**src/ls_stage_macros.svh**
```systemverilog
`ifndef LS_STAGE_MACROS_SVH
`define LS_STAGE_MACROS_SVH

// data path and instruction widths
`define XLEN            64
`define INST_LEN        32

// major opcodes, bits [6:2] of the instruction
`define OP_LOAD         5'b00000
`define OP_STORE        5'b01000
`define OP_SYSTEM       5'b11100

// load/store width codes (funct3)
`define F3_B            3'b000
`define F3_H            3'b001
`define F3_W            3'b010
`define F3_D            3'b011
`define F3_BU           3'b100
`define F3_HU           3'b101
`define F3_WU           3'b110

// csr operations (funct3 of SYSTEM)
`define F3_CSRRW        3'b001
`define F3_CSRRS        3'b010
`define F3_CSRRC        3'b011

// machine csr addresses
`define CSR_MSTATUS     12'h300
`define CSR_MTVEC       12'h305
`define CSR_MEPC        12'h341
`define CSR_MCAUSE      12'h342

// environment call from M-mode
`define CAUSE_ECALL     11

// trap vector after reset
`define MTVEC_RESET     64'h0000_0000_8000_0000

// data ram geometry, in 64-bit words
`define RAM_DEPTH_LOG2  8
`define RAM_DEPTH       (1 << `RAM_DEPTH_LOG2)

`endif
```
**src/ls_stage_pkg.sv**
```systemverilog
`include "ls_stage_macros.svh"

package ls_stage_pkg;

    // I-type view: loads and csr instructions
    typedef struct packed {
        logic [11:0] imm;
        logic [4:0]  rs1;
        logic [2:0]  funct3;
        logic [4:0]  rd;
        logic [6:0]  opcode;
    } instr_i_t;

    // S-type view: stores
    typedef struct packed {
        logic [6:0]  imm_hi;
        logic [4:0]  rs2;
        logic [4:0]  rs1;
        logic [2:0]  funct3;
        logic [4:0]  imm_lo;
        logic [6:0]  opcode;
    } instr_s_t;

    // same instruction word, decoded either way
    typedef union packed {
        instr_i_t i;
        instr_s_t s;
    } instr_u;

    // one request on the single ram port
    typedef struct packed {
        logic                       en;
        logic                       we;
        logic [`RAM_DEPTH_LOG2-1:0] addr;
        logic [`XLEN-1:0]           wdata;
        logic [7:0]                 mask;
    } mem_req_t;

    // registered read data
    typedef struct packed {
        logic [`XLEN-1:0] rdata;
    } mem_rsp_t;

    // load in flight, from issue to result cycle
    typedef struct packed {
        logic       valid;
        logic [2:0] funct3;
        logic [2:0] offset;
    } load_info_t;

endpackage

```
**src/mem_arbiter.sv**
```systemverilog
`timescale 1ns/1ps

module mem_arbiter (
    input  logic                   clk,
    input  logic                   reset_i,
    input  ls_stage_pkg::mem_req_t lsu_req_i,
    input  ls_stage_pkg::mem_req_t host_req_i,
    input  ls_stage_pkg::mem_rsp_t ram_rsp_i,
    output ls_stage_pkg::mem_req_t ram_req_o,
    output ls_stage_pkg::mem_rsp_t lsu_rsp_o,
    output ls_stage_pkg::mem_rsp_t host_rsp_o,
    output logic                   host_stall_o,
    output logic                   host_rvalid_o
);

    logic host_grant;
    logic host_rd_q;

    // lsu has fixed priority, host only gets idle cycles
    assign host_grant   = host_req_i.en && !lsu_req_i.en;
    assign host_stall_o = lsu_req_i.en;

    assign ram_req_o = lsu_req_i.en ? lsu_req_i : host_req_i;

    // host read granted now, data valid next cycle
    always_ff @(posedge clk) begin
        if (reset_i) begin
            host_rd_q <= 1'b0;
        end else begin
            host_rd_q <= host_grant && !host_req_i.we;
        end
    end

    // read data goes to both sides, each knows when it is theirs
    assign lsu_rsp_o     = ram_rsp_i;
    assign host_rsp_o    = ram_rsp_i;
    assign host_rvalid_o = host_rd_q;

endmodule

```
**config.mk**
```make
export PLATFORM = sky130hd
export DESIGN_NAME = mem_arbiter
export DESIGN_NICKNAME = d
export VERILOG_FILES = /design/src/ls_stage_pkg.sv /design/src/mem_arbiter.sv
export VERILOG_INCLUDE_DIRS = /design/src
export SDC_FILE = /design/constraint.sdc
export NUM_CORES = 1
export LEC_CHECK = 0
export BUFFER_PORTS_ARGS = -buffer_cell sky130_fd_sc_hd__buf_4
export CORE_AREA = 8 8 164 166
export CTS_CLUSTER_DIAMETER = 80
export DETAILED_ROUTE_END_ITERATION = 10
export DIE_AREA = 0 0 172 174
export GPL_TIMING_DRIVEN = 0
export MAX_ROUTING_LAYER = met4
export SETUP_SLACK_MARGIN = 0.02
export SKIP_CTS_REPAIR_TIMING = 1
export SLEW_MARGIN = 20
export SYNTH_ARGS = -nofsm -noshare
export SYNTH_HDL_FRONTEND = slang
export SYNTH_SLANG_ARGS = --single-unit
```
**constraint.sdc**
```tcl
create_clock -name clk -period 1.31 [get_ports clk]
set_input_delay 0.262 -clock clk [delete_from_list [all_inputs] [get_ports clk]]
set_output_delay 0.262 -clock clk [all_outputs]
set_load 0.05 [all_outputs]
```
# Word-level counts from Yosys, hierarchy flattened
# Index checks and enable logic that the tools add are counted.
# op_classes
muxes	1
reduce_logical	4
# op_table
cell	n
$mux W82	1
$logic_and A1 B1 Y1	2
$logic_not A1 Y1	2
# word_totals
out_inout_bits	212
inputBits	230
wordCells	6
ff_bits	1

# Logic depth before layout (Yosys ltp)
# logic_depth
word_depth	3
ltp_mapped	3
mapped_depth_nobuf	1

# Worst setup path after synthesis
# No wires, ideal clock.
# synth_path
path_type	input to output
start	in lsu_req_i[81] (netlist bit)
end	out ram_req_o[81] (netlist bit)
setup_slack_ns	0.090
path_buffers	2
t_required_ns	1.048
arrival_ns	0.958
stages	3
cell_sequence	buf_6 > buf_6 > or2_2
# synth_rtl
item	line	text
from (decl)	mem_arbiter.sv:6	input ls_stage_pkg::mem_req_t lsu_req_i,
to (decl)	mem_arbiter.sv:9	output ls_stage_pkg::mem_req_t ram_req_o,

==> out/metrics.csv <==
metric;value;unit
critPathRequiredTime;1.05;ns
multi_input_area;1195;sq um
vias;2982;
start_kind;primary input;
crit_path_max_fanout;10;
status;finished clean;
yosysSeqAreaShare;0.008811;
wl_per_cell;18.77;um
syn_avg_cell_area;10.24;sq um
max-cap-violations;0;
grt_util_met3;0.02269;
firstDrtPassIters;4;
synth_cells;222;
grt.busiest_layer;met2;
hold_violations;0;
io_buffers;376;
rsz0062_at_grt;yes;
fin_nets;832;
dp_cells;928;
cp_cell_sequence;buf_16 -> buf_12 -> mux2_4 -> buf_6;
crit_path_top_delay_cell;mux2_4;
fin_cells;930;
dpl.hpwl;15560;um
synth-seq-cells;1;
largest_register_ff_count;1;
place_congestion;0.7711;
die_w;172;um
die_area;29930;sq um
grt.total_usage;0.1016;
groute.layer.met2.usage;0.1840;
cp-end-kind;primary output;
antenna_found_initial;0;
synth.cell_area;2272;sq um
nFillCells;2646;
fmax;766.7;MHz
critical_path_buf_inv_count;3;
finalWirelength;17450;um
vias_per_cell;3.206;
drive_above_1_share;0.9983;
critical_path_arrival;1.04;ns
grt_pass1_vias;3322;
area_growth;168.4;%
initial_core_util;0.09263;
slowest_delay;0.33;ns
drc;0;
synth_cell_types;8;
met1_usage;0.1143;
die_h;174;um
overflow;0;
seq_area;20.02;sq um
grt_max_degree;11;
grt_pass1_wl;22240;um
fin_hold_ws;0.4364;ns
critPathTopFamily;buffers and inverters;
fp-row-count;58;
antenna_left;0;
finalSetupViolCount;0;
synth_nets;452;
worst_pin_slew;0.2148;ns
power.leakage;3.320;nW
fin_crit_sh;0.9957;
diodes;0;
core_area;24530;sq um
yosysWarnings;0;
crit_type;in2out;
period_needed;1.304;ns
ir_worst_vdd;0.2254;mV
slew_violations;0;
cellPowerDensity;606.6;nW/um^2
num_io_pins;442;
cts.reportedPaths.clkPinSlew;0;ns
hold_class;in2reg;
drtIter0Drc;64;
relSlewSlack;0.8564;
-- metal layers --
metal | up-vias | wire length [um]
met3 | 6 | 1971
met2 | 255 | 9000
met4 | 0 | 110
li1 | 1374 | -
met5 | - | 0
met1 | 1347 | 6371
-- where the power goes --
group	leakage, nW	switching [mW]	total, mW	internal [mW]
combinational	3.31	2.07	3.67	1.60
sequential	0.00814	0.000436	0.0324	0.0319
clock	0	0	0	0
-- stage by stage --
step / worst slack [ns] / cell area, sq um / total power [mW] / setup TNS (ns) / util
floorplan: 0.09041 / 2272 / 2.243 / 0 / -
global placement: -0.2601 / 5508 / 3.399 / -8.965 / 0.2245
detailed placement: -0.2552 / 5508 / 3.404 / -8.365 / 0.2245
CTS: -0.2573 / 5508 / 3.420 / -8.632 / 0.2245
global route: -0.01149 / 6100 / 3.812 / -0.03918 / 0.2487
finish: 0.005670 / 6100 / 3.700 / 0 / 0.2487
-- area by class of cell --
type                    instances  area share
plain buffers                 138      0.1887
flip-flops and latches          1    0.003282
well taps                     330     0.06769
repair buffers                378      0.5444
multi-input cells              83      0.1959
-- cells by family (layout without fill, tap and decap cells) --
group / count (synthesis) / count (layout) / share of synthesized area
flops: 1 / 1 / 0.008811
mux: 81 / 81 / 0.5138
buf+inv: 138 / 516 / 0.4681
simple gates: 2 / 2 / 0.009361
-- cells in the mapped netlist --
master,n,area (sq um)
nor4b_2,1,15.01
or2_2,1,6.260
mux2_4,68,1021
mux2_2,13,146.4
buf_4,129,968.4
buf_6,8,90.09
dfxtp_1,1,20.02
buf_2,1,5.000
-- worst paths after layout --
path                       from                        to  slack [ns]  cells past startpoint
setup / recovery  lsu_req_i[81]             ram_req_o[40]       0.006                      4
hold / removal          reset_i  host_rvalid_o$_SDFF_PP0_        0.44                      2
-- layout by cell type (no fill, tap or decap) --
cell	n
buf_16	1
nor4b_2	1
mux2_4	69
buf_8	42
clkbuf_16	2
buf_4	436
buf_12	11
mux2_2	12
buf_6	24
or2_4	1
dfxtp_1	1
No activity file was read; power rests on OpenSTA's default activity.
