[src/ls_stage_macros.svh]
`ifndef LS_STAGE_MACROS_SVH
`define LS_STAGE_MACROS_SVH

// data path and instruction widths
`define XLEN            64
`define INST_LEN        32

// major opcodes, bits [6:2] of the instruction
`define OP_LOAD         5'b00000
`define OP_STORE        5'b01000
`define OP_SYSTEM       5'b11100

// load/store width codes (funct3)
`define F3_B            3'b000
`define F3_H            3'b001
`define F3_W            3'b010
`define F3_D            3'b011
`define F3_BU           3'b100
`define F3_HU           3'b101
`define F3_WU           3'b110

// csr operations (funct3 of SYSTEM)
`define F3_CSRRW        3'b001
`define F3_CSRRS        3'b010
`define F3_CSRRC        3'b011

// machine csr addresses
`define CSR_MSTATUS     12'h300
`define CSR_MTVEC       12'h305
`define CSR_MEPC        12'h341
`define CSR_MCAUSE      12'h342

// environment call from M-mode
`define CAUSE_ECALL     11

// trap vector after reset
`define MTVEC_RESET     64'h0000_0000_8000_0000

// data ram geometry, in 64-bit words
`define RAM_DEPTH_LOG2  8
`define RAM_DEPTH       (1 << `RAM_DEPTH_LOG2)

`endif
[src/ls_stage_pkg.sv]
`include "ls_stage_macros.svh"

package ls_stage_pkg;

    // I-type view: loads and csr instructions
    typedef struct packed {
        logic [11:0] imm;
        logic [4:0]  rs1;
        logic [2:0]  funct3;
        logic [4:0]  rd;
        logic [6:0]  opcode;
    } instr_i_t;

    // S-type view: stores
    typedef struct packed {
        logic [6:0]  imm_hi;
        logic [4:0]  rs2;
        logic [4:0]  rs1;
        logic [2:0]  funct3;
        logic [4:0]  imm_lo;
        logic [6:0]  opcode;
    } instr_s_t;

    // same instruction word, decoded either way
    typedef union packed {
        instr_i_t i;
        instr_s_t s;
    } instr_u;

    // one request on the single ram port
    typedef struct packed {
        logic                       en;
        logic                       we;
        logic [`RAM_DEPTH_LOG2-1:0] addr;
        logic [`XLEN-1:0]           wdata;
        logic [7:0]                 mask;
    } mem_req_t;

    // registered read data
    typedef struct packed {
        logic [`XLEN-1:0] rdata;
    } mem_rsp_t;

    // load in flight, from issue to result cycle
    typedef struct packed {
        logic       valid;
        logic [2:0] funct3;
        logic [2:0] offset;
    } load_info_t;

endpackage

[src/ls_ctrl.sv]
`timescale 1ns/1ps
`include "ls_stage_macros.svh"

module ls_ctrl (
    input  ls_stage_pkg::instr_u instr_i,
    input  ls_stage_pkg::instr_u instr_last_i,
    input  logic [`XLEN-1:0]     rs2_i,
    input  logic [`XLEN-1:0]     wb_data_i,
    output logic                 rden_o,
    output logic                 wren_o,
    output logic                 csr_en_o,
    output logic [2:0]           memop_o,
    output logic [1:0]           csr_op_o,
    output logic [11:0]          csr_addr_o,
    output logic [`XLEN-1:0]     st_data_o
);

    logic is_load;
    logic is_store;
    logic is_system;
    logic last_is_load;
    logic fwd_hit;

    // full opcode match, low bits must be 2'b11
    assign is_load   = (instr_i.i.opcode == {`OP_LOAD, 2'b11});
    assign is_store  = (instr_i.s.opcode == {`OP_STORE, 2'b11});
    assign is_system = (instr_i.i.opcode == {`OP_SYSTEM, 2'b11});

    assign rden_o  = is_load;
    assign wren_o  = is_store;
    // width code sits in the same bits for loads and stores
    assign memop_o = instr_i.i.funct3;

    // only csrrw/csrrs/csrrc, immediate forms not handled
    assign csr_en_o   = is_system && !instr_i.i.funct3[2] && (instr_i.i.funct3[1:0] != 2'b00);
    assign csr_op_o   = instr_i.i.funct3[1:0];
    assign csr_addr_o = instr_i.i.imm;

    // load-to-store hazard on rs2
    assign last_is_load = (instr_last_i.i.opcode == {`OP_LOAD, 2'b11});
    assign fwd_hit      = last_is_load
                       && (instr_last_i.i.rd == instr_i.s.rs2)
                       && (instr_last_i.i.rd != 5'd0);

    assign st_data_o = fwd_hit ? wb_data_i : rs2_i;

endmodule

[config.mk]
export PLATFORM = sky130hd
export DESIGN_NAME = ls_ctrl
export DESIGN_NICKNAME = d
export VERILOG_FILES = /design/src/ls_stage_pkg.sv /design/src/ls_ctrl.sv
export VERILOG_INCLUDE_DIRS = /design/src
export SDC_FILE = /design/constraint.sdc
export NUM_CORES = 1
export LEC_CHECK = 0
export BUFFER_PORTS_ARGS = -buffer_cell sky130_fd_sc_hd__buf_2
export CAP_MARGIN = 20
export CORE_AREA = 2 2 106 108
export DETAILED_ROUTE_END_ITERATION = 10
export DIE_AREA = 0 0 108 110
export PLACE_DENSITY_LB_ADDON = 0.15
export SYNTH_ARGS = -nofsm -noshare
export SYNTH_HDL_FRONTEND = slang
export SYNTH_SLANG_ARGS = --single-unit
[constraint.sdc]
create_clock -name vclk -period 5.35
set_clock_uncertainty 0.2 [all_clocks]
set_input_delay 0.2675 -clock vclk [all_inputs]
set_output_delay 0.2675 -clock vclk [all_outputs]
set_load 0.005 [all_outputs]
# After elaboration in Yosys (flattened, before gate mapping)
# Cells that the tools add are included.
[op_classes] n_mux=1 reduce_logical=7 n_eq_ne=5
[ops] operator="$mux W64" n=1
[ops] operator="$eq A7 B2 Y1 const B" n=2
[ops] operator="$eq A7 B6 Y1 const B" n=1
[ops] operator="$eq A7 B7 Y1 const B" n=1
[ops] operator="$eq A5 B5 Y1" n=1
[ops] operator="$reduce_bool A5 Y1" n=1
[ops] operator="$logic_and A1 B1 Y1" n=4
[ops] operator="$reduce_bool A2 Y1" n=1
[ops] operator="$logic_not A1 Y1" n=1
[totals] register_bits=0 elab_cells=13 inputBits=192 output_inout_bits=84

# Depth between registers and ports, before layout
[logic_depth] ltp_word=4 mapped_depth=5 ltp_nobuf=4

# Least setup slack after synthesis
# OpenSTA, ideal clock, no wires.
[synth_path] path_type="input-to-output" start="in instr_last_i[5] (netlist name)" end="out st_data_o[0]" path_slack_ns=3.246 required_time_ns=4.883 t_arrival_ns=1.637 n_path_buf=1 cell_stages=5 cell_sequence="nor4b_2 > nand3_1 > a211oi_4 > buf_6 > mux2_2"
[synth_via] elab_chain_cells=4
[synth_rtl] item="start: declaration" line="ls_ctrl.sv:6" text="input ls_stage_pkg::instr_u instr_last_i,"
[synth_rtl] item="$eq A7 B2 Y1" line="ls_ctrl.sv:40" text="assign last_is_load = (instr_last_i.i.opcode == {`OP_LOAD, 2'b11});"
[synth_rtl] item="$logic_and A1 B1 Y1" line="ls_ctrl.sv:42" text="&& (instr_last_i.i.rd == instr_i.s.rs2)"
[synth_rtl] item="$logic_and A1 B1 Y1" line="ls_ctrl.sv:43" text="&& (instr_last_i.i.rd != 5'd0);"
[synth_rtl] item="$mux W64" line="ls_ctrl.sv:45" text="assign st_data_o = fwd_hit ? wb_data_i : rs2_i;"
[synth_rtl] item="end: declaration" line="ls_ctrl.sv:15" text="output logic [`XLEN-1:0] st_data_o"
# Every way passes these cells.

# Final worst setup path
[layout_path] start="in instr_last_i[5] (netlist name)" end="out st_data_o[13]"
# The elaborated chain is that of the path after synthesis.

==> summary.md <==
- **Leakage Power** 1.208 nW
- **number of cells produced by synthesis** 106
- **post-CTS setup buffers** 0
- **warning count from the yosys run** 0
- **area used by multi-input combinational logic** 898.4 sq um
- **wire length of the first global-routing pass** 7051 um
- **average vias per placed instance** 3.504
- **final number of max-transition violations** 0
- **number of rows created at floorplan** 38
- **storage element area** 0 sq um
- **mean post-synth cell area** 10.32 sq um
- **Worst Setup Slack post-DPL** 2.390 ns
- **count of maximum capacitance violations** 0
- **detailed-router iteration count before antenna repair** 4
- **layout filler cell count** 1,226
- **overall global routing resource usage** 0.07236
- **maximum number of pins on one net before global-route repair** 54
- **net count of the mapped netlist** 298
- **shortest period the worst path allows** 2.868 ns
- **total number of vias** 1,598
- **ant diodes** 0
- **peak fanout along the critical path** 53
- **antenna violations before repair** 0
- **Post-DP HPWL** 4924 um
- **WL per Instance** 11.80 um
- **Hold/Removal Path Class** primary input to output pin
- **Placeable Area** 10,700 sq um
- **startpoint class of the critical path** primary input
- **DIE AREA** 11,880 sq um
- **Levels on crit path** 7
- **first element of the critical path** instr_last_i[5]
- **die extent in y** 110 um
- **total grt overflow** 0
- **Final Hold Slack** 0.3350 ns
- **hold-fix buffers at CTS** 0
- **worst path buffer plus inverter count** 3
- **layout cell share with drive strength beyond 1** 0.9462
- **# nets final** 510
- **Setup TNS Final** 0 ns
- **max incr delay on CP** 0.73 ns
- **critical path class** primary input to output pin
- **Top Family by Delay on Critical Path** compound AO/OA/AOI/OAI gates
- **Final ANT Viol Nets** 0
- **final routed wirelength across all metal layers** 5382 um
- **sequential area share after synthesis** 0
- **unique cell type count in the Yosys netlist** 15
- **number of failing setup endpoints in the final timing report** 0
- **Ports** 276
- **Initial DRC Count** 30
- **total count of hold-check failures in the final report** 0
- **clock buffer count** 0
- **Post-route DRC** 0
- **setup repair after global routing missed its margin** no
- **ordered cell list for the critical path** buf_2 > nor4b_2 > nand3_1 > a211oi_4 > buf_12 > mux2_2 > buf_2
- **relative max-transition margin** 0.3930
- **area growth from synthesis to final layout** 106.2%
- **Final Wtd Congestion** 0.6863
- **Die W** 108 um
- **Slew @ Worst Pin** 0.9076 ns
- **cell area after synthesis** 1094 sq um
- **number of cells in the finished layout apart from fillers** 456
- **Final Instance Area** 2255 sq um
- **Initial Util** 0.1022
- **count of buffers inserted at the top-level ports** 232
- **endpoint class of the critical path** output pin
- **worst setup path endpoint** st_data_o[13]
- **outcome** completed
- **cell count after placement** 456
- **power density normalized to cell area** 53.26 nW/um^2
- **Slowest-stage cell, CP** sky130_fd_sc_hd__a211oi_4
- **Fmax achieved** 348.7 MHz
- **post-route clock period utilization** 0.5360
- **Gates resized, CTS repair** 0
- **maximum vdd drop** 0.02045 mV
- **PnR worst setup slack** 2.482 ns
- **placement-stage cell area** 2255 sq um
- **most repeated library cell on the critical path** sky130_fd_sc_hd__buf_2
- **vias in the first global route** 1,445
- **data required time of the worst path** 4.88 ns
- **final sequential cell count** 0
- **Data arrival, critical path** 2.40 ns
[cell usage after synthesis]
cell / count / area, sq um
sky130_fd_sc_hd__o41ai_1: 1 / 8.760
sky130_fd_sc_hd__nand3_1: 2 / 10.01
sky130_fd_sc_hd__buf_4: 17 / 127.6
sky130_fd_sc_hd__nor4b_2: 1 / 15.01
sky130_fd_sc_hd__nand4_1: 2 / 12.51
sky130_fd_sc_hd__nor2_1: 3 / 11.26
sky130_fd_sc_hd__buf_6: 6 / 67.56
sky130_fd_sc_hd__nand2_1: 1 / 3.750
sky130_fd_sc_hd__nor4_1: 1 / 6.260
sky130_fd_sc_hd__xnor2_1: 4 / 35.03
sky130_fd_sc_hd__o211ai_1: 1 / 7.510
sky130_fd_sc_hd__a211oi_4: 1 / 20.02
sky130_fd_sc_hd__mux2_2: 54 / 608.1
sky130_fd_sc_hd__mux2_4: 10 / 150.1
sky130_fd_sc_hd__nor3_1: 2 / 10.01
[worst min-delay path by stage]
stage                     start              to  slack [ns]  depth (start not counted)
floorplan            instr_i[6]          rden_o        0.37                          1
global placement    instr_i[30]  csr_addr_o[10]        0.34                          0
detailed placement  instr_i[30]  csr_addr_o[10]        0.34                          0
CTS                 instr_i[30]  csr_addr_o[10]        0.34                          0
global route        instr_i[25]   csr_addr_o[5]        0.34                          0
finish              instr_i[25]   csr_addr_o[5]        0.34                          0
[per-stage QoR]
stage	util	power [mW]
CTS	0.2108	0.1222
global route	0.2108	0.1336
detailed placement	0.2108	0.1216
global placement	0.2108	0.1211
floorplan	-	0.04614
finish	0.2108	0.1201
[final cells by class]
cell class,count,area share
Tap cell,140,0.07769
Multi-Input combinational cell,83,0.3984
Timing Repair Buffer,233,0.5239
[placed cells by master (no fill, tap or decap)]
master / Yosys / layout
sky130_fd_sc_hd__mux2_4: 10 / 10
sky130_fd_sc_hd__buf_2: 0 / 232
sky130_fd_sc_hd__o41ai_1: 1 / 1
sky130_fd_sc_hd__nor4_1: 1 / 1
sky130_fd_sc_hd__o211ai_1: 1 / 1
sky130_fd_sc_hd__xnor2_1: 4 / 4
sky130_fd_sc_hd__a211oi_4: 1 / 1
sky130_fd_sc_hd__nand2_1: 1 / 1
sky130_fd_sc_hd__nand4_1: 2 / 2
sky130_fd_sc_hd__nand3_1: 2 / 2
sky130_fd_sc_hd__nor4b_2: 1 / 1
sky130_fd_sc_hd__nor3_1: 2 / 2
sky130_fd_sc_hd__mux2_2: 54 / 54
sky130_fd_sc_hd__buf_12: 0 / 1
sky130_fd_sc_hd__nor2_1: 3 / 3
[routing by layer]
metal	part of all wire	global-route usage
met1	0.30	0.07319
met2	0.64	0.1622
met3	0.059	0.007055
met4	0.0045	0.003663
met5	0	0
[power breakdown]
part           total (mW)  internal [mW]  switching (mW)
logic               0.120         0.0809          0.0392
registers               0              0               0
clock network           0              0               0
total               0.120         0.0809          0.0392
[cells by family (layout without fill, tap and decap cells)]
family | after synthesis | in the layout | synth area share
simple gates | 12 | 12 | 0.06292
mux | 64 | 64 | 0.6934
buf+inv | 23 | 233 | 0.1785
xor+xnor | 4 | 4 | 0.03203
compound gates | 3 | 3 | 0.03319
(Power assumes the default switching activity.)
