<file path="src/ls_stage_macros.svh">
`ifndef LS_STAGE_MACROS_SVH
`define LS_STAGE_MACROS_SVH

// data path and instruction widths
`define XLEN            64
`define INST_LEN        32

// major opcodes, bits [6:2] of the instruction
`define OP_LOAD         5'b00000
`define OP_STORE        5'b01000
`define OP_SYSTEM       5'b11100

// load/store width codes (funct3)
`define F3_B            3'b000
`define F3_H            3'b001
`define F3_W            3'b010
`define F3_D            3'b011
`define F3_BU           3'b100
`define F3_HU           3'b101
`define F3_WU           3'b110

// csr operations (funct3 of SYSTEM)
`define F3_CSRRW        3'b001
`define F3_CSRRS        3'b010
`define F3_CSRRC        3'b011

// machine csr addresses
`define CSR_MSTATUS     12'h300
`define CSR_MTVEC       12'h305
`define CSR_MEPC        12'h341
`define CSR_MCAUSE      12'h342

// environment call from M-mode
`define CAUSE_ECALL     11

// trap vector after reset
`define MTVEC_RESET     64'h0000_0000_8000_0000

// data ram geometry, in 64-bit words
`define RAM_DEPTH_LOG2  8
`define RAM_DEPTH       (1 << `RAM_DEPTH_LOG2)

`endif
</file>
<file path="src/csr_unit.sv">
`timescale 1ns/1ps
`include "ls_stage_macros.svh"

module csr_unit (
    input  logic             clk,
    input  logic             reset_i,
    input  logic             csr_en_i,
    input  logic [1:0]       csr_op_i,
    input  logic [11:0]      csr_addr_i,
    input  logic [`XLEN-1:0] csr_wdata_i,
    input  logic [`XLEN-1:0] pc_i,
    input  logic             trap_i,
    output logic [`XLEN-1:0] csr_data_o,
    output logic [`XLEN-1:0] mtvec_o,
    output logic [`XLEN-1:0] mepc_o
);

    logic [`XLEN-1:0] mstatus_q;
    logic [`XLEN-1:0] mtvec_q;
    logic [`XLEN-1:0] mepc_q;
    logic [`XLEN-1:0] mcause_q;
    logic [`XLEN-1:0] csr_old;
    logic [`XLEN-1:0] csr_new;

    // old value of the addressed csr, unknown addresses read zero
    always_comb begin
        case (csr_addr_i)
            `CSR_MSTATUS: csr_old = mstatus_q;
            `CSR_MTVEC:   csr_old = mtvec_q;
            `CSR_MEPC:    csr_old = mepc_q;
            `CSR_MCAUSE:  csr_old = mcause_q;
            default:      csr_old = '0;
        endcase
    end

    // read-modify-write
    always_comb begin
        case ({1'b0, csr_op_i})
            `F3_CSRRW: csr_new = csr_wdata_i;
            `F3_CSRRS: csr_new = csr_old | csr_wdata_i;
            `F3_CSRRC: csr_new = csr_old & ~csr_wdata_i;
            default:   csr_new = csr_old;
        endcase
    end

    always_ff @(posedge clk) begin
        if (reset_i) begin
            mstatus_q <= '0;
            mtvec_q   <= `MTVEC_RESET;
            mepc_q    <= '0;
            mcause_q  <= '0;
        end else if (trap_i) begin
            // trap wins over any csr write this cycle
            mepc_q   <= pc_i;
            mcause_q <= `XLEN'(`CAUSE_ECALL);
        end else if (csr_en_i) begin
            case (csr_addr_i)
                `CSR_MSTATUS: mstatus_q <= csr_new;
                `CSR_MTVEC:   mtvec_q   <= csr_new;
                `CSR_MEPC:    mepc_q    <= csr_new;
                `CSR_MCAUSE:  mcause_q  <= csr_new;
                default:      ;
            endcase
        end
    end

    assign csr_data_o = csr_old;
    assign mtvec_o    = mtvec_q;
    assign mepc_o     = mepc_q;

endmodule

</file>
<file path="config.mk">
export PLATFORM = sky130hd
export DESIGN_NAME = csr_unit
export DESIGN_NICKNAME = d
export VERILOG_FILES = /design/src/csr_unit.sv
export VERILOG_INCLUDE_DIRS = /design/src
export SDC_FILE = /design/constraint.sdc
export NUM_CORES = 1
export LEC_CHECK = 0
export ABC_CLOCK_PERIOD_IN_PS = 5600
export BUFFER_PORTS_ARGS = -buffer_cell sky130_fd_sc_hd__clkbuf_2
export CAP_MARGIN = 25
export CORE_ASPECT_RATIO = 0.7
export CORE_MARGIN = 1
export CORE_UTILIZATION = 59
export DETAILED_ROUTE_END_ITERATION = 7
export PLACE_DENSITY_LB_ADDON = 0.25
export SYNTH_ARGS = -nofsm -noshare
export SYNTH_HDL_FRONTEND = slang
export SYNTH_SLANG_ARGS = --single-unit
</file>
<file path="constraint.sdc">
create_clock -name clk -period 5.6 [get_ports clk]
set_input_delay 1.12 -clock clk [delete_from_list [all_inputs] [get_ports clk]]
set_output_delay 1.12 -clock clk [all_outputs]
set_load 0.02 [all_outputs]
</file>
Yosys cells after proc, flatten, opt, wreduce, memory -nomap -nowiden

Index checks and enable logic that the tools add are counted.

Equality and inequality tests: 7
Mux-type cells: 8
Bitwise operators: 4
Reductions and logical operators: 9

Operators with widths:

| kind                                            | count |
|---|---|
| one-hot mux 64 bit (4 select lines)             | 1 |
| 2-to-1 mux 64 bit                               | 3 |
| one-hot mux 64 bit (3 select lines)             | 1 |
| bitwise AND 64 bit                              | 1 |
| NOT 64 bit                                      | 1 |
| OR 64 bit                                       | 1 |
| == test 12 x 10 -> 1 bit, second input constant | 4 |
| 2-to-1 mux 4 bit                                | 3 |
| AND reduction 2 bit                             | 3 |
| AND reduction 3 bit                             | 2 |
| nonzero test 2 bit                              | 3 |
| == test 2 bit, second input constant            | 2 |
| == test 2 x 1 -> 1 bit, second input constant   | 1 |
| OR reduction 2 bit                              | 1 |
| NOT 1 bit                                       | 1 |

Register bits after elaboration: 256

Longest topological paths before layout

Gate-level depths: netlist (run 1).

Word-level depth: 7
Depth in mapped cells: 8

Worst setup path before layout (run 1)

No wires, ideal clock.

Path kind: in2out
Start: input csr_addr_i[5]
End: output csr_data_o[11]
Data arrival time: 2,359 ps
Required time: 4,480 ps
Setup slack: 2,121 ps
Stages: 5
Buffers on the path: 2
Cell sequence: nor4b_4 and4_1 buf_4 clkbuf_1 a21o_1

Word-level cells in the longest chain between the ends: 2
Elaborated cells between the ends (all ways): 5

Ends and longest elaborated chain:

| element                                 | line           | source |
|---|---|---|
| start: declaration                      | csr_unit.sv:9  | `input logic [11:0] csr_addr_i,` |
| == test 12 x 10 -> 1 bit                | csr_unit.sv:27 | `case (csr_addr_i)` |
| one-hot mux 64 bit (4 select lines) (*) | csr_unit.sv:27 |  |
| end: declaration                        | csr_unit.sv:13 | `` output logic [`XLEN-1:0] csr_data_o, `` |

Mark *: on every way between the ends. The rest lies on a longest branch, timed or not.

Worst setup path after layout (run 1)

Start: input csr_addr_i[1]
End: output csr_data_o[49]

The elaborated chain is that of the path after synthesis.

==> impl_metrics.ini, run 1 <==
[power_and_ir_drop]
p_clk_share_pct = 43.2
p_leak_uw = 0.007381
intPower_uw = 3091
seqPwrFrac_pct = 44.9
p_sw_uw = 1071
irDropWorstVdd_uv = 215.0
p_comb_share_pct = 11.9
switching_share_pct = 25.74
p_per_area_nw_per_um2 = 252.9
power_uw = 4162

[grt]
antenna_found_initial = 0
grt_overflow = 0
grt_pass1_vias = 13278
grt_max_degree = 131
grtUsageTotal_pct = 38.19
grt_pass1_wl_um = 72470

[floorplanning]
rows = 46
die-area_um2 = 24010
die_x_um = 184.8
die_h_um = 130.0
core_um2 = 22790
io_pins = 338
initial_core_util_pct = 60.54

[flow_run]
drv_cap = 0

[routing]
drt_pass1_iterations = 6
drcViolationCount = 0
drt-total-wl_um = 47330
num_vias = 14361
avgRoutedWirePerCell_um = 20.51
detail_route.iter0.violations = 1570
antenna_left = 0
viasPerCell = 6.222

[setup_path]
cp_max_fo = 22
cp_data_required_time_ns = 4.48
cp-start-kind = input pin
slowest_delay_ns = 0.77
crit_top_cell = buf_4
critPathKind = in2out
cp_slowest_cell = and4_2
arrival_ns = 3.33
crit_path_end_kind = output port
path_cells = buf_4 -> nor2_1 -> and4_2 -> buf_4 -> a21o_1 -> clkbuf_2

[synth]
synth-edff-count = 0
netlist_instances = 1746
yosysSeqAreaShare_pct = 37.14
syn_area_per_cell_um2 = 7.903
synth_fp_nets = 1892
yosys.cell_types.count = 37
ys_ff_latch = 256
syn-cell-area_um2 = 13800
async_flop_share_pct = 0
synth_warnings = 0
synthFlopType = dfxtp_1

[placed_design]
pre_cts_slack_ns = 0.8473
dp_hpwl_um = 29960
place_area_um2 = 15510
portBuffers = 337
place_congestion = 0.8868

[clock_tree]
clk_pin_slew_ns = 0.06
tritoncts = yes
post_cts_resized = 0
cts_made_buffers = 26
cts_setup_buffers = 0
cts_max_path_buffers = 3
insertion_delay_ns = 0.53
cts_hold_buf = 0
cts_root_buffer = clkbuf_16
cts_max_level = 1
cts.sinks = 256

[layout]
syn2layout_area_growth_pct = 19.26
mostFrequentLayoutCells = 331 x clkbuf_2, 311 x nand2_1, 256 x dfxtp_1, 193 x o21ai_0, 130 x a211oi_1
utilization_pct = 72.20
layout.nets = 2123
drive_gt1_share_pct = 21.24
mostFrequentLayoutCell = clkbuf_2
diodes = 0
final_area_um2 = 16460

[sta]
postLayoutSetupSlackWorst_ns = 1.152
tns_ns = 0
relSlewSlack_pct = 34.81
clock_skew_ns = 0.01034
tightest_slew_ns = 0.9757
drv_slew = 0
rsz0062_at_grt = false
hold_viol = 0
min_period_ns = 4.448
setup_viol = 0
max_freq_ghz = 0.2248
finalCritPeriodShare_pct = 79.43

[worst_hold_path]
hold_class = reg2reg

[outcome]
outcome = finished clean
## cell type report
cell class | instances | area [µm²]
clock buffer | 34 | 732.0
clock inverter | 13 | 142.6
fill | 1836 | 6336
inverter | 4 | 15.01
multi-input combinational | 1324 | 8004
sequential | 256 | 5125
tap | 312 | 390.4
timing repair buffer | 365 | 2047
## routing by layer
layer,GRT usage (%),wire length [µm],vias up
li1,-,-,6583
met1,51.63,19490,6789
met2,61.92,21470,888
met3,6.419,5164,101
met4,13.27,1203,0
met5,0,0,-
## per-stage QoR
stage	hold WS (ns)	instances
global route	0.4663	2308
CTS	0.4447	2305
floorplan	0.4180	1746
detailed placement	0.4351	2258
finish	0.4449	2308
global placement	0.4267	2254
## critical path, delay by kind of cell
kind | cells | cell delay (ns)
buf+inv | 3 | 0.72
compound gates | 1 | 0.19
simple gates | 2 | 1.28
## registers in the layout (all words and copies together), names as in the netlist
name / count
mtvec_o: 64
mcause_q: 64
mepc_o: 64
mstatus_q: 64
## final timing paths
kind | end | depth (start not counted) | start | slack (ns)
worst min register to register | mstatus_q[3] | 2 | mstatus_q[3] | 0.44
worst max register to register | mcause_q[26] | 5 | mepc_o[26] | 3.72
worst max-delay path | csr_data_o[49] | 6 | csr_addr_i[1] | 1.15
worst min-delay path | mstatus_q[3] | 2 | mstatus_q[3] | 0.44
## power groups by stage
stage | logic, µW | clock network (µW) | registers, µW
after floorplan | 271 | 0 | 1930
final | 496 | 1800 | 1870
after CTS | 483 | 1810 | 1870
after global placement | 466 | 0 | 1910
after global routing | 531 | 1880 | 1870
after detailed placement | 480 | 0 | 1910
## Yosys cell counts (11+ instances only)
library cell	number	share of area, %
nand2_1	312	8.5
dfxtp_1	256	37
o21ai_0	193	7.0
a211oi_1	130	7.1
and3b_1	129	8.2
nor2b_1	129	5.8
clkbuf_1	120	3.3
o21ai_1	70	2.5
a21oi_1	69	2.5
and2_1	62	2.8
xnor2_1	61	3.9
a21o_1	59	3.2
o31ai_1	59	3.2
buf_2	22	0.80
nor2_1	12	0.33
buf_4	11	0.60
## kinds of logic after synthesis
| family | count (synthesis) | share of synthesized area (%) |
|---|---|---|
| simple gates | 671 | 27.37 |
| compound gates | 591 | 26.21 |
| flops | 256 | 37.14 |
| buf+inv | 166 | 5.350 |
| xor+xnor | 62 | 3.935 |
Note: power is estimated with default switching activity, not from simulation.
==> inputs of run 2 (changes only) <==
--- a/config.mk
+++ b/config.mk
@@ -6,12 +6,12 @@
 export SDC_FILE = /design/constraint.sdc
 export NUM_CORES = 1
 export LEC_CHECK = 0
-export ABC_CLOCK_PERIOD_IN_PS = 5600
+export ABC_CLOCK_PERIOD_IN_PS = 4000
 export BUFFER_PORTS_ARGS = -buffer_cell sky130_fd_sc_hd__clkbuf_2
 export CAP_MARGIN = 25
 export CORE_ASPECT_RATIO = 0.7
 export CORE_MARGIN = 1
-export CORE_UTILIZATION = 59
+export CORE_UTILIZATION = 49
 export DETAILED_ROUTE_END_ITERATION = 7
 export PLACE_DENSITY_LB_ADDON = 0.25
 export SYNTH_ARGS = -nofsm -noshare
==> constraint.sdc (replaced) <==
create_clock -name clk -period 4 [get_ports clk]
set_input_delay 0.8 -clock clk [delete_from_list [all_inputs] [get_ports clk]]
set_output_delay 0.8 -clock clk [all_outputs]
set_load 0.02 [all_outputs]
==> run 2 against run 1 <==
Effect of this change: via count shrank 1.0%; worst setup slack lost 0.68 ns; utilization shrank 12 points; sequential power grew 40%; final area grew 0.27%; clock skew grew 0.0035 ns; global-route usage shrank 5.2 points; power grew 40%; largest power group unchanged.
==> impl_metrics.ini, run 2 (synthesis gave the netlist of run 1 again) <==
[floorplanning]
rows = 50
die-area_um2 = 28850
die_x_um = 202.6
core_um2 = 27210
die_h_um = 142.4
io_pins = 338
initial_core_util_pct = 50.70

[setup_path]
cp_slowest_cell = buf_4
critPathKind = in2out
slowest_delay_ns = 0.46
path_cells = buf_4 -> buf_4 -> and3b_1 -> o21ai_0 -> a21oi_1 -> a21o_1 -> clkbuf_2
cp_data_required_time_ns = 3.20
crit_path_end_kind = output port
cp-start-kind = input pin
arrival_ns = 2.73
reg2reg_slack_ns = 2.02
cp_max_fo = 51
reg2reg_from = mepc_o[27]
crit_top_cell = buf_4
r2r_end = mtvec_o[27]
worst-r2r-cell-count = 5

[flow_run]
drv_cap = 0

[routing]
drcViolationCount = 0
antenna_left = 0
detail_route.iter0.violations = 1160
drt_pass1_iterations = 5
num_vias = 14214
avgRoutedWirePerCell_um = 20.77
viasPerCell = 5.997
drt-total-wl_um = 49230

[grt]
grt_max_degree = 87
grt_pass1_wl_um = 75600
grt_pass1_vias = 13413
grtUsageTotal_pct = 33.00
grt_overflow = 0
antenna_found_initial = 2

[placed_design]
place_area_um2 = 15630
place_congestion = 0.8845
portBuffers = 337
dp.cells = 2322
dp_hpwl_um = 31700

[worst_hold_path]
holdPathStages = 2
whs_endpoint = mcause_q[60]
hold_class = reg2reg
holdCritStartpoint = mcause_q[60]

[layout]
regArea_um2 = 5125
fill_cells = 2485
mostFrequentLayoutCell = clkbuf_2
syn2layout_area_growth_pct = 19.59
final_area_um2 = 16500
multiInputGateArea_um2 = 7999
layout.nets = 2132
drive_gt1_share_pct = 21.55
mostFrequentLayoutCells = 331 x clkbuf_2, 311 x nand2_1, 256 x dfxtp_1, 193 x o21ai_0, 130 x a211oi_1
fin_cells = 2370

[sta]
clock_skew_ns = 0.01383
finalCritPeriodShare_pct = 88.18
fin_hold_ws_ns = 0.4454
tns_ns = 0
min_period_ns = 3.527
drv_slew = 0
relSlewSlack_pct = 22.16
max_freq_ghz = 0.2835
tightest_slew_ns = 1.168
rsz0062_at_grt = false
hold_viol = 0
setup_viol = 0

[clock_tree]
cts.sinks = 256
cts_setup_buffers = 0
insertion_delay_ns = 0.55
cts_hold_buf = 0
cts_made_buffers = 26
tritoncts = yes
cts_max_level = 1
post_cts_resized = 0
cts_root_buffer = clkbuf_16
cts_max_path_buffers = 3
clk_pin_slew_ns = 0.06

[power_and_ir_drop]
irDropWorstVdd_uv = 290.2
p_leak_uw = 0.007375
power_uw = 5834
p_per_area_nw_per_um2 = 353.6

[outcome]
outcome = finished clean
run 2: area by class of cell:
class / count / share of cell area (%)
multi-input cells: 1324 / 48.48
flip-flops and latches: 256 / 31.06
repair buffers: 374 / 12.33
clock buffers: 37 / 4.625
well taps: 364 / 2.760
clock inverters: 10 / 0.6445
inverters: 4 / 0.09099
diodes: 1 / 0.01517
run 2: critical path, delay by kind of cell:
| family | cells | cell delay (ns) |
|---|---|---|
| buffers and inverters | 3 | 0.98 |
| AOI/OAI and AO/OA | 3 | 0.67 |
| and+or+nand+nor | 1 | 0.23 |
run 2: layer usage:
metal	wire length, µm	share of wire (%)	global-route usage (%)	vias up
met2	21980	45	51.55	756
met3	4707	9.6	6.456	89
li1	-	-	-	6616
met1	21550	44	46.26	6751
met5	13	0.026	0	-
met4	979	2.0	8.943	2
run 2: through the flow:
step | utilization (%) | setup WS [ns]
final | 60.63 | 0.4727
after global routing | 60.63 | 0.4227
after CTS | 60.63 | 0.5198
after detailed placement | 57.43 | 0.5096
after global placement | 57.33 | 0.5901
after floorplan | - | 1.161
run 2: how the worst max path moves through the flow:
stage	slack, ns	startpoint	cells past startpoint	to
finish	0.47	csr_addr_i[0]	7	csr_data_o[27]
global route	0.42	csr_addr_i[0]	7	csr_data_o[29]
CTS	0.52	csr_addr_i[0]	7	csr_data_o[27]
detailed placement	0.51	csr_addr_i[1]	7	mepc_o[2]
global placement	0.59	csr_addr_i[0]	7	csr_data_o[27]
floorplan	1.16	csr_addr_i[5]	5	csr_data_o[11]
run 2: power breakdown:
part	internal (µW)	leakage (µW)	switching [µW]
sequential	2590	0.00207	31.6
clock	1460	0.000431	1060
combinational	259	0.00487	437
total	4300	0.00737	1530
