`config.mk`:
```
export PLATFORM = sky130hd
export DESIGN_NAME = lsu
export DESIGN_NICKNAME = d
export VERILOG_FILES = /design/src/ls_stage_pkg.sv /design/src/lsu.sv
export VERILOG_INCLUDE_DIRS = /design/src
export SDC_FILE = /design/constraint.sdc
export NUM_CORES = 1
export LEC_CHECK = 0
export ABC_CLOCK_PERIOD_IN_PS = 2370
export BUFFER_PORTS_ARGS = -buffer_cell sky130_fd_sc_hd__buf_2
export CORE_AREA = 2 2 133 135
export DETAILED_ROUTE_END_ITERATION = 8
export DIE_AREA = 0 0 135 137
export HOLD_SLACK_MARGIN = 0.15
export PLACE_DENSITY = 0.61
export SYNTH_ARGS = -nofsm -noshare
export SYNTH_HDL_FRONTEND = slang
export SYNTH_SLANG_ARGS = --single-unit
```
`constraint.sdc`:
```
create_clock -name clk -period 2.37 [get_ports clk]
set_clock_uncertainty 0.05 [all_clocks]
set_input_delay 0.237 -clock clk [delete_from_list [all_inputs] [get_ports clk]]
set_output_delay 0.237 -clock clk [all_outputs]
set_load 0.1 [all_outputs]
```
`src/ls_stage_macros.svh`:
```
`ifndef LS_STAGE_MACROS_SVH
`define LS_STAGE_MACROS_SVH

// data path and instruction widths
`define XLEN            64
`define INST_LEN        32

// major opcodes, bits [6:2] of the instruction
`define OP_LOAD         5'b00000
`define OP_STORE        5'b01000
`define OP_SYSTEM       5'b11100

// load/store width codes (funct3)
`define F3_B            3'b000
`define F3_H            3'b001
`define F3_W            3'b010
`define F3_D            3'b011
`define F3_BU           3'b100
`define F3_HU           3'b101
`define F3_WU           3'b110

// csr operations (funct3 of SYSTEM)
`define F3_CSRRW        3'b001
`define F3_CSRRS        3'b010
`define F3_CSRRC        3'b011

// machine csr addresses
`define CSR_MSTATUS     12'h300
`define CSR_MTVEC       12'h305
`define CSR_MEPC        12'h341
`define CSR_MCAUSE      12'h342

// environment call from M-mode
`define CAUSE_ECALL     11

// trap vector after reset
`define MTVEC_RESET     64'h0000_0000_8000_0000

// data ram geometry, in 64-bit words
`define RAM_DEPTH_LOG2  8
`define RAM_DEPTH       (1 << `RAM_DEPTH_LOG2)

`endif
```
`src/ls_stage_pkg.sv`:
```
`include "ls_stage_macros.svh"

package ls_stage_pkg;

    // I-type view: loads and csr instructions
    typedef struct packed {
        logic [11:0] imm;
        logic [4:0]  rs1;
        logic [2:0]  funct3;
        logic [4:0]  rd;
        logic [6:0]  opcode;
    } instr_i_t;

    // S-type view: stores
    typedef struct packed {
        logic [6:0]  imm_hi;
        logic [4:0]  rs2;
        logic [4:0]  rs1;
        logic [2:0]  funct3;
        logic [4:0]  imm_lo;
        logic [6:0]  opcode;
    } instr_s_t;

    // same instruction word, decoded either way
    typedef union packed {
        instr_i_t i;
        instr_s_t s;
    } instr_u;

    // one request on the single ram port
    typedef struct packed {
        logic                       en;
        logic                       we;
        logic [`RAM_DEPTH_LOG2-1:0] addr;
        logic [`XLEN-1:0]           wdata;
        logic [7:0]                 mask;
    } mem_req_t;

    // registered read data
    typedef struct packed {
        logic [`XLEN-1:0] rdata;
    } mem_rsp_t;

    // load in flight, from issue to result cycle
    typedef struct packed {
        logic       valid;
        logic [2:0] funct3;
        logic [2:0] offset;
    } load_info_t;

endpackage

```
`src/lsu.sv`:
```
`timescale 1ns/1ps
`include "ls_stage_macros.svh"

module lsu (
    input  logic                   clk,
    input  logic                   reset_i,
    input  logic                   rden_i,
    input  logic                   wren_i,
    input  logic [2:0]             memop_i,
    input  logic [`XLEN-1:0]       addr_i,
    input  logic [`XLEN-1:0]       st_data_i,
    input  ls_stage_pkg::mem_rsp_t mem_rsp_i,
    output ls_stage_pkg::mem_req_t mem_req_o,
    output logic [`XLEN-1:0]       ls_res_o,
    output logic                   load_valid_o
);

    logic [2:0]               byte_off;
    logic [5:0]               st_shift;
    logic [7:0]               st_mask;
    ls_stage_pkg::load_info_t ld_q;
    logic [5:0]               ld_shift;
    logic [`XLEN-1:0]         ld_lane;

    assign byte_off = addr_i[2:0];
    assign st_shift = {byte_off, 3'b000};

    // contiguous byte enables, accesses assumed aligned
    always_comb begin
        case (memop_i)
            `F3_B:   st_mask = 8'b0000_0001 << byte_off;
            `F3_H:   st_mask = 8'b0000_0011 << {byte_off[2:1], 1'b0};
            `F3_W:   st_mask = 8'b0000_1111 << {byte_off[2], 2'b00};
            `F3_D:   st_mask = 8'b1111_1111;
            default: st_mask = 8'b0000_0000;
        endcase
    end

    always_comb begin
        mem_req_o.en    = rden_i | wren_i;
        mem_req_o.we    = wren_i;
        mem_req_o.addr  = addr_i[`RAM_DEPTH_LOG2+2:3];
        // store data moved onto its byte lane
        mem_req_o.wdata = st_data_i << st_shift;
        mem_req_o.mask  = wren_i ? st_mask : 8'h00;
    end

    // remember width and offset until the ram data returns
    always_ff @(posedge clk) begin
        if (reset_i) begin
            ld_q.valid <= 1'b0;
        end else begin
            ld_q.valid <= rden_i;
        end
        ld_q.funct3 <= memop_i;
        ld_q.offset <= byte_off;
    end

    assign ld_shift = {ld_q.offset, 3'b000};
    assign ld_lane  = mem_rsp_i.rdata >> ld_shift;

    // sign or zero extension by funct3
    always_comb begin
        case (ld_q.funct3)
            `F3_B:   ls_res_o = {{(`XLEN-8){ld_lane[7]}}, ld_lane[7:0]};
            `F3_H:   ls_res_o = {{(`XLEN-16){ld_lane[15]}}, ld_lane[15:0]};
            `F3_W:   ls_res_o = {{(`XLEN-32){ld_lane[31]}}, ld_lane[31:0]};
            `F3_BU:  ls_res_o = {{(`XLEN-8){1'b0}}, ld_lane[7:0]};
            `F3_HU:  ls_res_o = {{(`XLEN-16){1'b0}}, ld_lane[15:0]};
            `F3_WU:  ls_res_o = {{(`XLEN-32){1'b0}}, ld_lane[31:0]};
            default: ls_res_o = ld_lane;
        endcase
    end

    assign load_valid_o = ld_q.valid;

endmodule

```
* Word-level counts from Yosys, hierarchy flattened *
Index checks and enable logic that the tools add are counted.

storage, ports and cells
  flip-flop bits (word level) = 7
  bits in latches = 0
  bits in writable memories = 0
  memory bits (read-only) = 0
  input port bits = 199
  output and inout port bits = 147
  logic and storage cells = 22
  memories kept = 0

cells by class
  $add $sub $neg = 0
  $mul = 0
  div/mod/pow operators = 0
  order comparisons = 0
  equality and inequality tests = 8
  shift-type cells = 5
  muxes and demuxes = 3
  bitwise gates (word level) = 1
  reductions and logical operators = 2

operators by type and width
  kind                   count
  $pmux W64 S6           1
  $shl A64 B6 Y64        1
  $shr A64 B6 Y64        1
  $pmux W8 S4            1
  $eq A3 B2 Y1 const B   3
  $eq A3 B3 Y1 const B   3
  $mux W8                1
  $shl A1 B3 Y8 const A  1
  $shl A2 B3 Y8 const A  1
  $shl A4 B3 Y8 const A  1
  $eq A3 B1 Y1 const B   2
  $logic_not A3 Y1       2
  $or A1 B1 Y1           1

* Depth between registers and ports, before layout *
Gate-level depths: netlist of the first run.

  word-level depth = 3
  mapped depth = 8
  mapped depth without buffers = 4

* Least setup slack after synthesis of the first run *
Ideal clock, no wire load.

  path kind = flip-flop to output port
  from = reg ld_q[0] in the netlist's numbering
  to = out ls_res_o[10]
  arrival time = 3.302 ns
  required time = 2.083 ns
  path slack = -1.219 ns
  stages on the path, launching flop included = 8
  path buffers = 3
  cells stage by stage = dfxtp_1 > buf_6 > buf_6 > nor2b_1 > buf_2 > o2bb2ai_1 > mux2i_1 > o21ai_0

on the way
  longest elaborated chain between the ends = 2

ends and longest elaborated chain
  item             line       RTL
  from (decl)      lsu.sv:21  ls_stage_pkg::load_info_t ld_q;
  $shr A64 B6 Y64  lsu.sv:60  assign ld_lane = mem_rsp_i.rdata >> ld_shift;
  $pmux W64 S6     lsu.sv:64  case (ld_q.funct3)
  to (decl)        lsu.sv:14  output logic [`XLEN-1:0] ls_res_o,

Every way passes these cells.

* Worst setup path in the final report of the first run *
  from = reg ld_q[0] in the netlist's numbering
  to = out ls_res_o[16]

Same word-level chain as after synthesis.

==> results.py, run 1 <==
metrics = {
    "run_status": {
        "status": "finished clean",
    },
    "die": {
        "core_area_um2": 17100,
        "ios": 346,
        "die-area_um2": 18500,
        "die_h_um": 137,
        "row_count": 48,
        "die_w_um": 135,
        "initial_utilization": 0.272,
    },
    "power": {
        "clockPowerShare": 0.067,
        "power.total_mw": 4.22,
        "p_comb_frac": 0.900,
        "p_leak_nw": 4.11,
        "powerDensity_nw_per_um2": 468,
        "intPower_mw": 1.68,
        "pwr-share-seq": 0.033,
        "peakVddDrop_mv": 0.326,
        "swShare": 0.601,
        "p_sw_mw": 2.53,
    },
    "setup_path": {
        "criticalPathCategory": "register to output pin",
        "crit_end": "ls_res_o[16]",
        "worst_setup_path_start_kind": "register",
        "crit_slowest_cell": "mux4_2",
        "required_ps": 2080,
        "crit_start": "ld_q[0]$_DFF_P_",
        "crit_fanout": 7,
        "cp_slowest_stage_delay_ps": 500,
        "path_common_cell": "buf_12",
        "end_kind": "output pin",
        "cp_cell_sequence": "buf_12 > mux4_2 > nor2b_1 > o21ai_0 > nand3_1 > buf_12",
        "arrival_ps": 2080,
    },
    "synth": {
        "ys_seq_area_frac": 0.0302,
        "async_reset_ff_frac": 0,
        "synth_top_cell_by_area": "mux2i_1",
        "synth-seq-cells": 7,
        "syn_area_um2": 4640,
        "yosys-top-cells-count": "93 x nor2_1, 83 x mux2i_1, 73 x nand2_1",
        "synth_edf_count": 0,
        "ys_warn_count": 0,
        "ys_types": 43,
        "synth_top_area_share": 0.179,
        "syn_area_per_cell_um2": 7.73,
        "synth.most_common_cell": "nor2_1",
        "syn_inst": 600,
        "yosys-top-cells-area": "mux2i_1 18%, mux4_2 14%, nor2_1 7.5%, mux2_2 7.5%, nand4_2 6.5%",
        "ys.flop_type": "dfxtp_1",
        "syn-num-nets": 799,
    },
    "placement": {
        "dp_hpwl_um": 16800,
        "gp_congestion": 0.941,
        "portBuffers": 276,
    },
    "routing": {
        "wirelength_um": 21300,
        "num_vias": 5945,
        "wl_per_cell_um": 19.0,
        "drc": 0,
        "dr.first_iter.drc_count": 272,
        "vias_per_cell": 5.31,
        "postRouteAntennaNets": 0,
        "first_pass_iters": 5,
    },
    "sta": {
        "min_period_ps": 2360,
        "fmax_ghz": 0.423,
        "rsz0062_at_grt": "yes",
        "slew_viol_final": 0,
        "setup_viol": 0,
        "finalCritPeriodShare": 0.997,
        "fin_tns_setup_ps": 0,
        "relSlewSlack": 0.280,
        "final_hold_viol_count": 0,
        "tightest_slew_ps": 1080,
    },
    "global_routing": {
        "grt-ovfl-total": 0,
        "grt_max_degree": 38,
        "grt_pass1_vias": 5876,
        "grt_pass1_wl_um": 31200,
        "grt_usage": 0.210,
        "antenna_found_initial": 1,
    },
    "run": {
        "drv_cap": 0,
    },
    "clocking": {
        "htreeDepth": 1,
        "root_buffer": "clkbuf_16",
        "clockBufferDepth": 2,
        "cts_tree": "built",
        "clk_pin_slew_worst_paths_ps": 40,
        "numCtsBuffers": 3,
        "cts.sinks": 7,
    },
    "finish": {
        "area_delta_synth_final_pct": 94.5,
        "layout.nets": 1093,
        "utilization": 0.529,
        "drive_above_1_share": 0.622,
    },
    "worst_hold_path": {
        "holdCritPathClass": "input port to register",
    },
}
[area by class of cell]
type / instances / area (µm²)
diodes: 1 / 2.50
clock buffers: 4 / 78.8
fillers: 1467 / 8040
inverters: 8 / 30.0
multi-input cells: 511 / 4420
flip-flops and latches: 7 / 151
well taps: 225 / 282
repair buffers: 363 / 4050
[stage by stage]
stage	std cells	area, µm²	hold WS [ps]	setup WS, ps
2_1_floorplan	600	5020	215	-164
3_3_place_gp	1087	8480	324	95.1
3_5_place_dp	1087	8480	334	54.4
4_1_cts	1097	8650	162	-17.1
5_1_grt	1119	9010	174	-46.6
6_report	1119	9010	167	6.40
[state kept, by name, summed over array words and instances, names as in the netlist]
signal / cells
ld_q: 6
load_valid_o: 1
[worst min path at each step]
stage,startpoint,end,slack (ps),cells after the start
global route,memop_i[1],ld_q[4]$_DFF_P_,170,1
floorplan,addr_i[0],ld_q[0]$_DFF_P_,210,0
detailed placement,memop_i[2],ld_q[5]$_DFF_P_,330,1
CTS,memop_i[1],ld_q[4]$_DFF_P_,160,1
global placement,memop_i[2],ld_q[5]$_DFF_P_,320,1
finish,memop_i[1],ld_q[4]$_DFF_P_,170,1
[logic make-up (layout without fill, tap and decap cells)]
logic type	Yosys count	after routing	share of synthesized area
other	0	1	0
multiplexers	144	144	0.398
flip-flops	7	7	0.0302
AO/OA/AOI/OAI	105	105	0.150
AND/OR/NAND/NOR	262	262	0.309
buffers and inverters	82	375	0.113
[worst max-delay path: cells and delay by family, from the launching register on]
kind	cells	cell delay, ps
compound gates	1	210
buf+inv	2	380
flops	1	420
mux	1	500
simple gates	2	340
[metal layers]
layer	vias to the layer above	track usage	wire (µm)
li1	2780	-	-
met1	2812	0.245	7840
met2	312	0.387	11000
met3	41	0.0444	1790
met4	0	0.0637	631
met5	-	0	0
[power by group through the flow]
stage	clock network (mW)	registers [mW]	logic, mW
after CTS	0.287	0.143	3.73
after floorplan	0	0.137	2.50
final	0.282	0.140	3.79
after global placement	0	0.146	3.69
after detailed placement	0	0.146	3.70
after global routing	0.300	0.141	3.92
[cells in the final DEF (no fill, tap or decap), drive strengths merged, types with 21 or more instances in the layout]
cell type	instances
a21oi	28
buf	353
mux2	31
mux2i	84
mux4	29
nand2	73
nand2b	21
nand4	33
nor2	93
o21ai	36
[timing repair]
| item | 4_1_cts | 5_1_grt |
|---|---|---|
| gates resized for setup | 7 | 26 |
| setup buffers | 2 | 16 |
| cloned | 1 | 6 |
| hold endpoints to repair | 3 | 0 |
| setup endpoints to repair | 52 | 53 |
| pin swaps | 0 | 17 |
| hold buffers | 3 | 0 |
Power figures use the tool's default switching activity.
==> inputs of run 2 (changes only) <==
Settings changed: CTS_BUF_LIST set to sky130_fd_sc_hd__clkbuf_16.
==> run 2 against run 1 <==
- worst setup slack hardly changed
- largest power group unchanged
- sequential cell count is the same
- sequential power about the same
- final cell count is the same
- via count barely moved
- highest routed layer unchanged
- critical endpoint unchanged
==> results.py, run 2 (synthesis gave the netlist of run 1 again) <==
metrics = {
    "finish": {
        "most-common-layout-cells": "161 x buf_2, 126 x buf_12, 73 x nand2_1, 63 x mux2i_1",
        "largest_reg_flops": 6,
        "largest-register": "ld_q",
        "utilization": 0.529,
        "layout.cells.non_filler": 1119,
        "drive_above_1_share": 0.622,
        "layout_commonest_cell": "buf_2",
        "area_delta_synth_final_pct": 94.5,
        "layout.nets": 1093,
    },
    "power": {
        "peakVddDrop_mv": 0.325,
        "power.total_mw": 4.21,
        "p_leak_nw": 4.11,
        "powerDensity_nw_per_um2": 467,
    },
    "routing": {
        "first_pass_iters": 5,
        "drc": 0,
        "postRouteAntennaNets": 0,
        "wirelength_um": 21300,
        "num_vias": 5947,
        "dr.first_iter.drc_count": 267,
        "wl_per_cell_um": 19.0,
        "vias_per_cell": 5.31,
    },
    "die": {
        "die_w_um": 135,
        "die_h_um": 137,
        "die-area_um2": 18500,
        "ios": 346,
        "row_count": 48,
        "initial_utilization": 0.272,
        "core_area_um2": 17100,
    },
    "run_status": {
        "status": "finished clean",
    },
    "sta": {
        "slew_viol_final": 0,
        "finalCritPeriodShare": 0.997,
        "relSlewSlack": 0.280,
        "whs_ps": 166,
        "fin_ws_ps": 6.40,
        "final_hold_viol_count": 0,
        "setup_viol": 0,
        "tightest_slew_ps": 1080,
        "fmax_ghz": 0.423,
        "rsz0062_at_grt": "yes",
        "min_period_ps": 2360,
    },
    "setup_path": {
        "crit_fanout": 7,
        "cp_cell_sequence": "buf_12 > mux4_2 > nor2b_1 > o21ai_0 > nand3_1 > buf_12",
        "path_common_cell": "buf_12",
        "cp_slowest_stage_delay_ps": 500,
        "criticalPathCategory": "register to output pin",
        "worst_setup_path_start_kind": "register",
        "arrival_ps": 2080,
        "end_kind": "output pin",
        "crit_slowest_cell": "mux4_2",
        "required_ps": 2080,
    },
    "clocking": {
        "numCtsBuffers": 3,
        "cts.sinks": 7,
        "root_buffer": "clkbuf_16",
        "clockBufferDepth": 2,
        "htreeDepth": 1,
        "cts_tree": "built",
        "clk_pin_slew_worst_paths_ps": 40,
    },
    "placement": {
        "place_ws_ps": 54.4,
        "dp.cells": 1087,
        "portBuffers": 276,
        "gp_congestion": 0.941,
        "dp_hpwl_um": 16800,
    },
    "run": {
        "drv_cap": 0,
    },
    "worst_hold_path": {
        "holdCritPathClass": "input port to register",
    },
    "global_routing": {
        "grt_pass1_vias": 5876,
        "grt_max_degree": 38,
        "grt-ovfl-total": 0,
        "antenna_found_initial": 1,
        "grt_usage": 0.210,
        "grt_pass1_wl_um": 31200,
    },
}
run 2: metrics by stage:
step / area [µm²] / setup TNS, ps
5_1_grt: 9010 / -174
3_5_place_dp: 8480 / 0
4_1_cts: 8650 / -38.4
2_1_floorplan: 5020 / -2280
3_3_place_gp: 8480 / 0
6_report: 9010 / 0
run 2: final cells by class:
cell class,instances,area [µm²]
Clock buffer,3,75.1
Timing Repair Buffer,363,4050
Sequential cell,7,151
Inverter,8,30.0
Antenna cell,1,2.50
Clock inverter,1,3.75
Multi-Input combinational cell,511,4420
Tap cell,225,282
Fill cell,1467,8040
run 2: power breakdown:
part	internal, mW	total, mW	switching [mW]
sequential	0.124	0.140	0.0157
clock	0.219	0.277	0.0578
combinational	1.34	3.79	2.46
run 2: final timing paths:
kind	from	end	slack (ps)	cells after the start
setup / recovery	ld_q[0]$_DFF_P_	ls_res_o[16]	6	6
hold / removal	memop_i[1]	ld_q[4]$_DFF_P_	170	1
run 2: worst max-delay path, delay by kind of cell, from the launching register on:
kind	cells	cell delay (ps)
compound gates	1	210
buf+inv	2	380
flops	1	420
mux	1	500
simple gates	2	340
run 2: repair_timing:
| action | in CTS | in global routing |
|---|---|---|
| endpoints found under the hold margin | 3 | 0 |
| resized for setup | 7 | 26 |
| setup buffers | 2 | 16 |
| gates cloned | 1 | 6 |
| hold buffers | 3 | 0 |
| pin swaps | 0 | 17 |
| setup endpoints to repair | 52 | 53 |
run 2: metal layers:
| metal | track usage | share of wire | up-vias |
|---|---|---|---|
| met5 | 0 | 0 | - |
| met4 | 0.0637 | 0.030 | 0 |
| met3 | 0.0444 | 0.085 | 41 |
| met2 | 0.387 | 0.52 | 314 |
| met1 | 0.245 | 0.37 | 2812 |
| li1 | - | - | 2780 |
==> inputs of run 3 (changes only) <==
Settings changed: ABC_AREA set to 1, CORE_AREA 2 2 133 135 to 2 2 134 136, DIE_AREA 0 0 135 137 to 0 0 136 138, PLACE_DENSITY 0.61 to 0.59.
==> run 3 against run 2 <==
- via count is 19% higher
- non-clock buffer count is 49 lower
- sequential share of layout area is 0.091 points higher
- critical path depth is 2 higher
- utilization is 6.1 points lower
- largest power group unchanged
- wire length is 7.4% higher
- clock power hardly changed
==> results.py, run 3 <==
metrics = {
    "global_routing": {
        "grt_usage": 0.226,
        "grt_pass1_wl_um": 34700,
        "antenna_found_initial": 5,
        "grt_pass1_vias": 6768,
        "grt-ovfl-total": 0,
        "grt_max_degree": 60,
    },
    "clocking": {
        "numCtsBuffers": 3,
        "clockBufferDepth": 2,
        "cts.sinks": 7,
        "clk_pin_slew_worst_paths_ps": 40,
        "cts_tree": "built",
        "htreeDepth": 1,
        "root_buffer": "clkbuf_16",
    },
    "finish": {
        "largest_reg_flops": 6,
        "area_delta_synth_final_pct": 86.1,
        "utilization": 0.468,
        "most-common-layout-cells": "378 x nand2_1, 152 x buf_2, 132 x buf_12, 71 x o21ai_0, 70 x nand3_1",
        "layout_commonest_cell": "nand2_1",
        "layout.nets": 1328,
        "drive_above_1_share": 0.354,
        "layout.cells.non_filler": 1361,
        "final.fill_count": 1832,
        "largest-register": "ld_q",
    },
    "synth": {
        "async_reset_ff_frac": 0,
        "ys.flop_type": "dfxtp_1",
        "ys_seq_area_frac": 0.0318,
        "syn_area_um2": 4410,
        "synth_top_cell_by_area": "nand2_1",
        "ys_warn_count": 0,
        "synth_top_area_share": 0.324,
        "synth-seq-cells": 7,
        "yosys-top-cells-count": "380 x nand2_1, 76 x o21ai_0, 72 x nand3_1",
        "syn-num-nets": 1097,
        "syn_inst": 898,
        "synth_edf_count": 0,
        "synth.most_common_cell": "nand2_1",
        "ys_types": 39,
        "syn_area_per_cell_um2": 4.91,
        "yosys-top-cells-area": "nand2_1 32%, o21ai_0 8.6%, nand3_1 8.2%, o211ai_1 6.3%, nor2_1 5.7%",
    },
    "run": {
        "drv_cap": 0,
    },
    "placement": {
        "dp.cells": 1343,
        "gp_congestion": 0.947,
        "portBuffers": 276,
        "dp_hpwl_um": 17800,
        "place_ws_ps": 168,
    },
    "setup_path": {
        "required_ps": 2080,
        "end_kind": "output pin",
        "cp_cell_sequence": "inv_8 > buf_12 > buf_6 > nand2_1 > nand2_1 > o211ai_1 > nand4_1 > buf_12",
        "crit_slowest_cell": "dfxtp_4",
        "criticalPathCategory": "register to output pin",
        "cp_slowest_stage_delay_ps": 420,
        "crit_fanout": 19,
        "arrival_ps": 1990,
        "worst_setup_path_start_kind": "register",
    },
    "power": {
        "peakVddDrop_mv": 0.372,
        "p_leak_nw": 3.96,
        "powerDensity_nw_per_um2": 479,
    },
    "routing": {
        "dr.first_iter.drc_count": 431,
        "wl_per_cell_um": 16.8,
        "first_pass_iters": 5,
        "drc": 0,
        "num_vias": 7103,
        "wirelength_um": 22800,
        "postRouteAntennaNets": 0,
        "vias_per_cell": 5.22,
    },
    "sta": {
        "fin_tns_setup_ps": 0,
        "min_period_ps": 2270,
        "finalCritPeriodShare": 0.959,
        "final_hold_viol_count": 0,
        "relSlewSlack": 0.520,
        "slew_viol_final": 0,
        "fmax_ghz": 0.440,
        "tightest_slew_ps": 719,
        "setup_viol": 0,
        "fin_ws_ps": 97.2,
        "rsz0062_at_grt": "no",
    },
    "die": {
        "die_h_um": 138,
        "die-area_um2": 18800,
        "ios": 346,
        "core_area_um2": 17500,
        "row_count": 49,
        "initial_utilization": 0.251,
        "die_w_um": 136,
    },
    "worst_hold_path": {
        "holdCritPathClass": "input port to register",
    },
    "run_status": {
        "status": "finished clean",
    },
}
-- run 3: routing by layer --
metal | global-route usage | wire length [µm] | part of all wire | up-vias
met5 | 0 | 27 | 0.0012 | -
met1 | 0.256 | 8440 | 0.37 | 3215
met4 | 0.0806 | 747 | 0.033 | 4
li1 | - | - | - | 3469
met2 | 0.405 | 11300 | 0.49 | 373
met3 | 0.0568 | 2320 | 0.10 | 42
-- run 3: stage by stage --
stage	total power, mW	instance area, µm²	hold slack, ps
finish	3.93	8200	182
global route	4.10	8190	206
CTS	3.92	8060	174
detailed placement	3.62	7930	331
global placement	3.61	7930	329
floorplan	2.46	4650	215
-- run 3: layout make-up --
type                    count  area, µm²  area share
clock buffers               3       75.1     0.00916
repair buffers            314       3690       0.450
inverters                  44        184      0.0224
well taps                 229        287      0.0349
multi-input cells         759       3810       0.464
diodes                      4       10.0     0.00122
clock inverters             1       3.75    0.000458
flip-flops and latches      7        145      0.0177
-- run 3: logic make-up after synthesis --
family,Yosys count,synth area share
simple gates,585,0.576
compound gates,173,0.236
buf+inv,132,0.153
flops,7,0.0318
mux,1,0.00227
-- run 3: path summary, 6_finish.rpt --
check	startpoint	to	slack, ps	cells after the start
max	ld_q[0]$_DFF_P_	ls_res_o[35]	100	8
min	rden_i	load_valid_o$_SDFF_PP0_	180	3
-- run 3: worst max-delay path, delay by kind of cell, from the launching register on --
| family | cells | cell delay (ps) |
|---|---|---|
| buf+inv | 4 | 610 |
| flops | 1 | 420 |
| simple gates | 3 | 370 |
| compound gates | 1 | 330 |
-- run 3: what timing repair did --
action / in CTS / in global routing
hold endpoints to repair: 4 / 0
gates cloned: 0 / 2
hold buffers: 4 / 0
pin swaps: 0 / 3
endpoints found under the setup margin: 21 / 51
gates resized for setup: 3 / 14
setup buffers: 0 / 4
-- run 3: where the power goes --
group | leakage (nW) | internal, mW | switching [mW]
sequential | 0.0593 | 0.125 | 0.0115
clock | 0.0423 | 0.219 | 0.0611
combinational | 3.86 | 1.10 | 2.42
total | 3.96 | 1.44 | 2.49
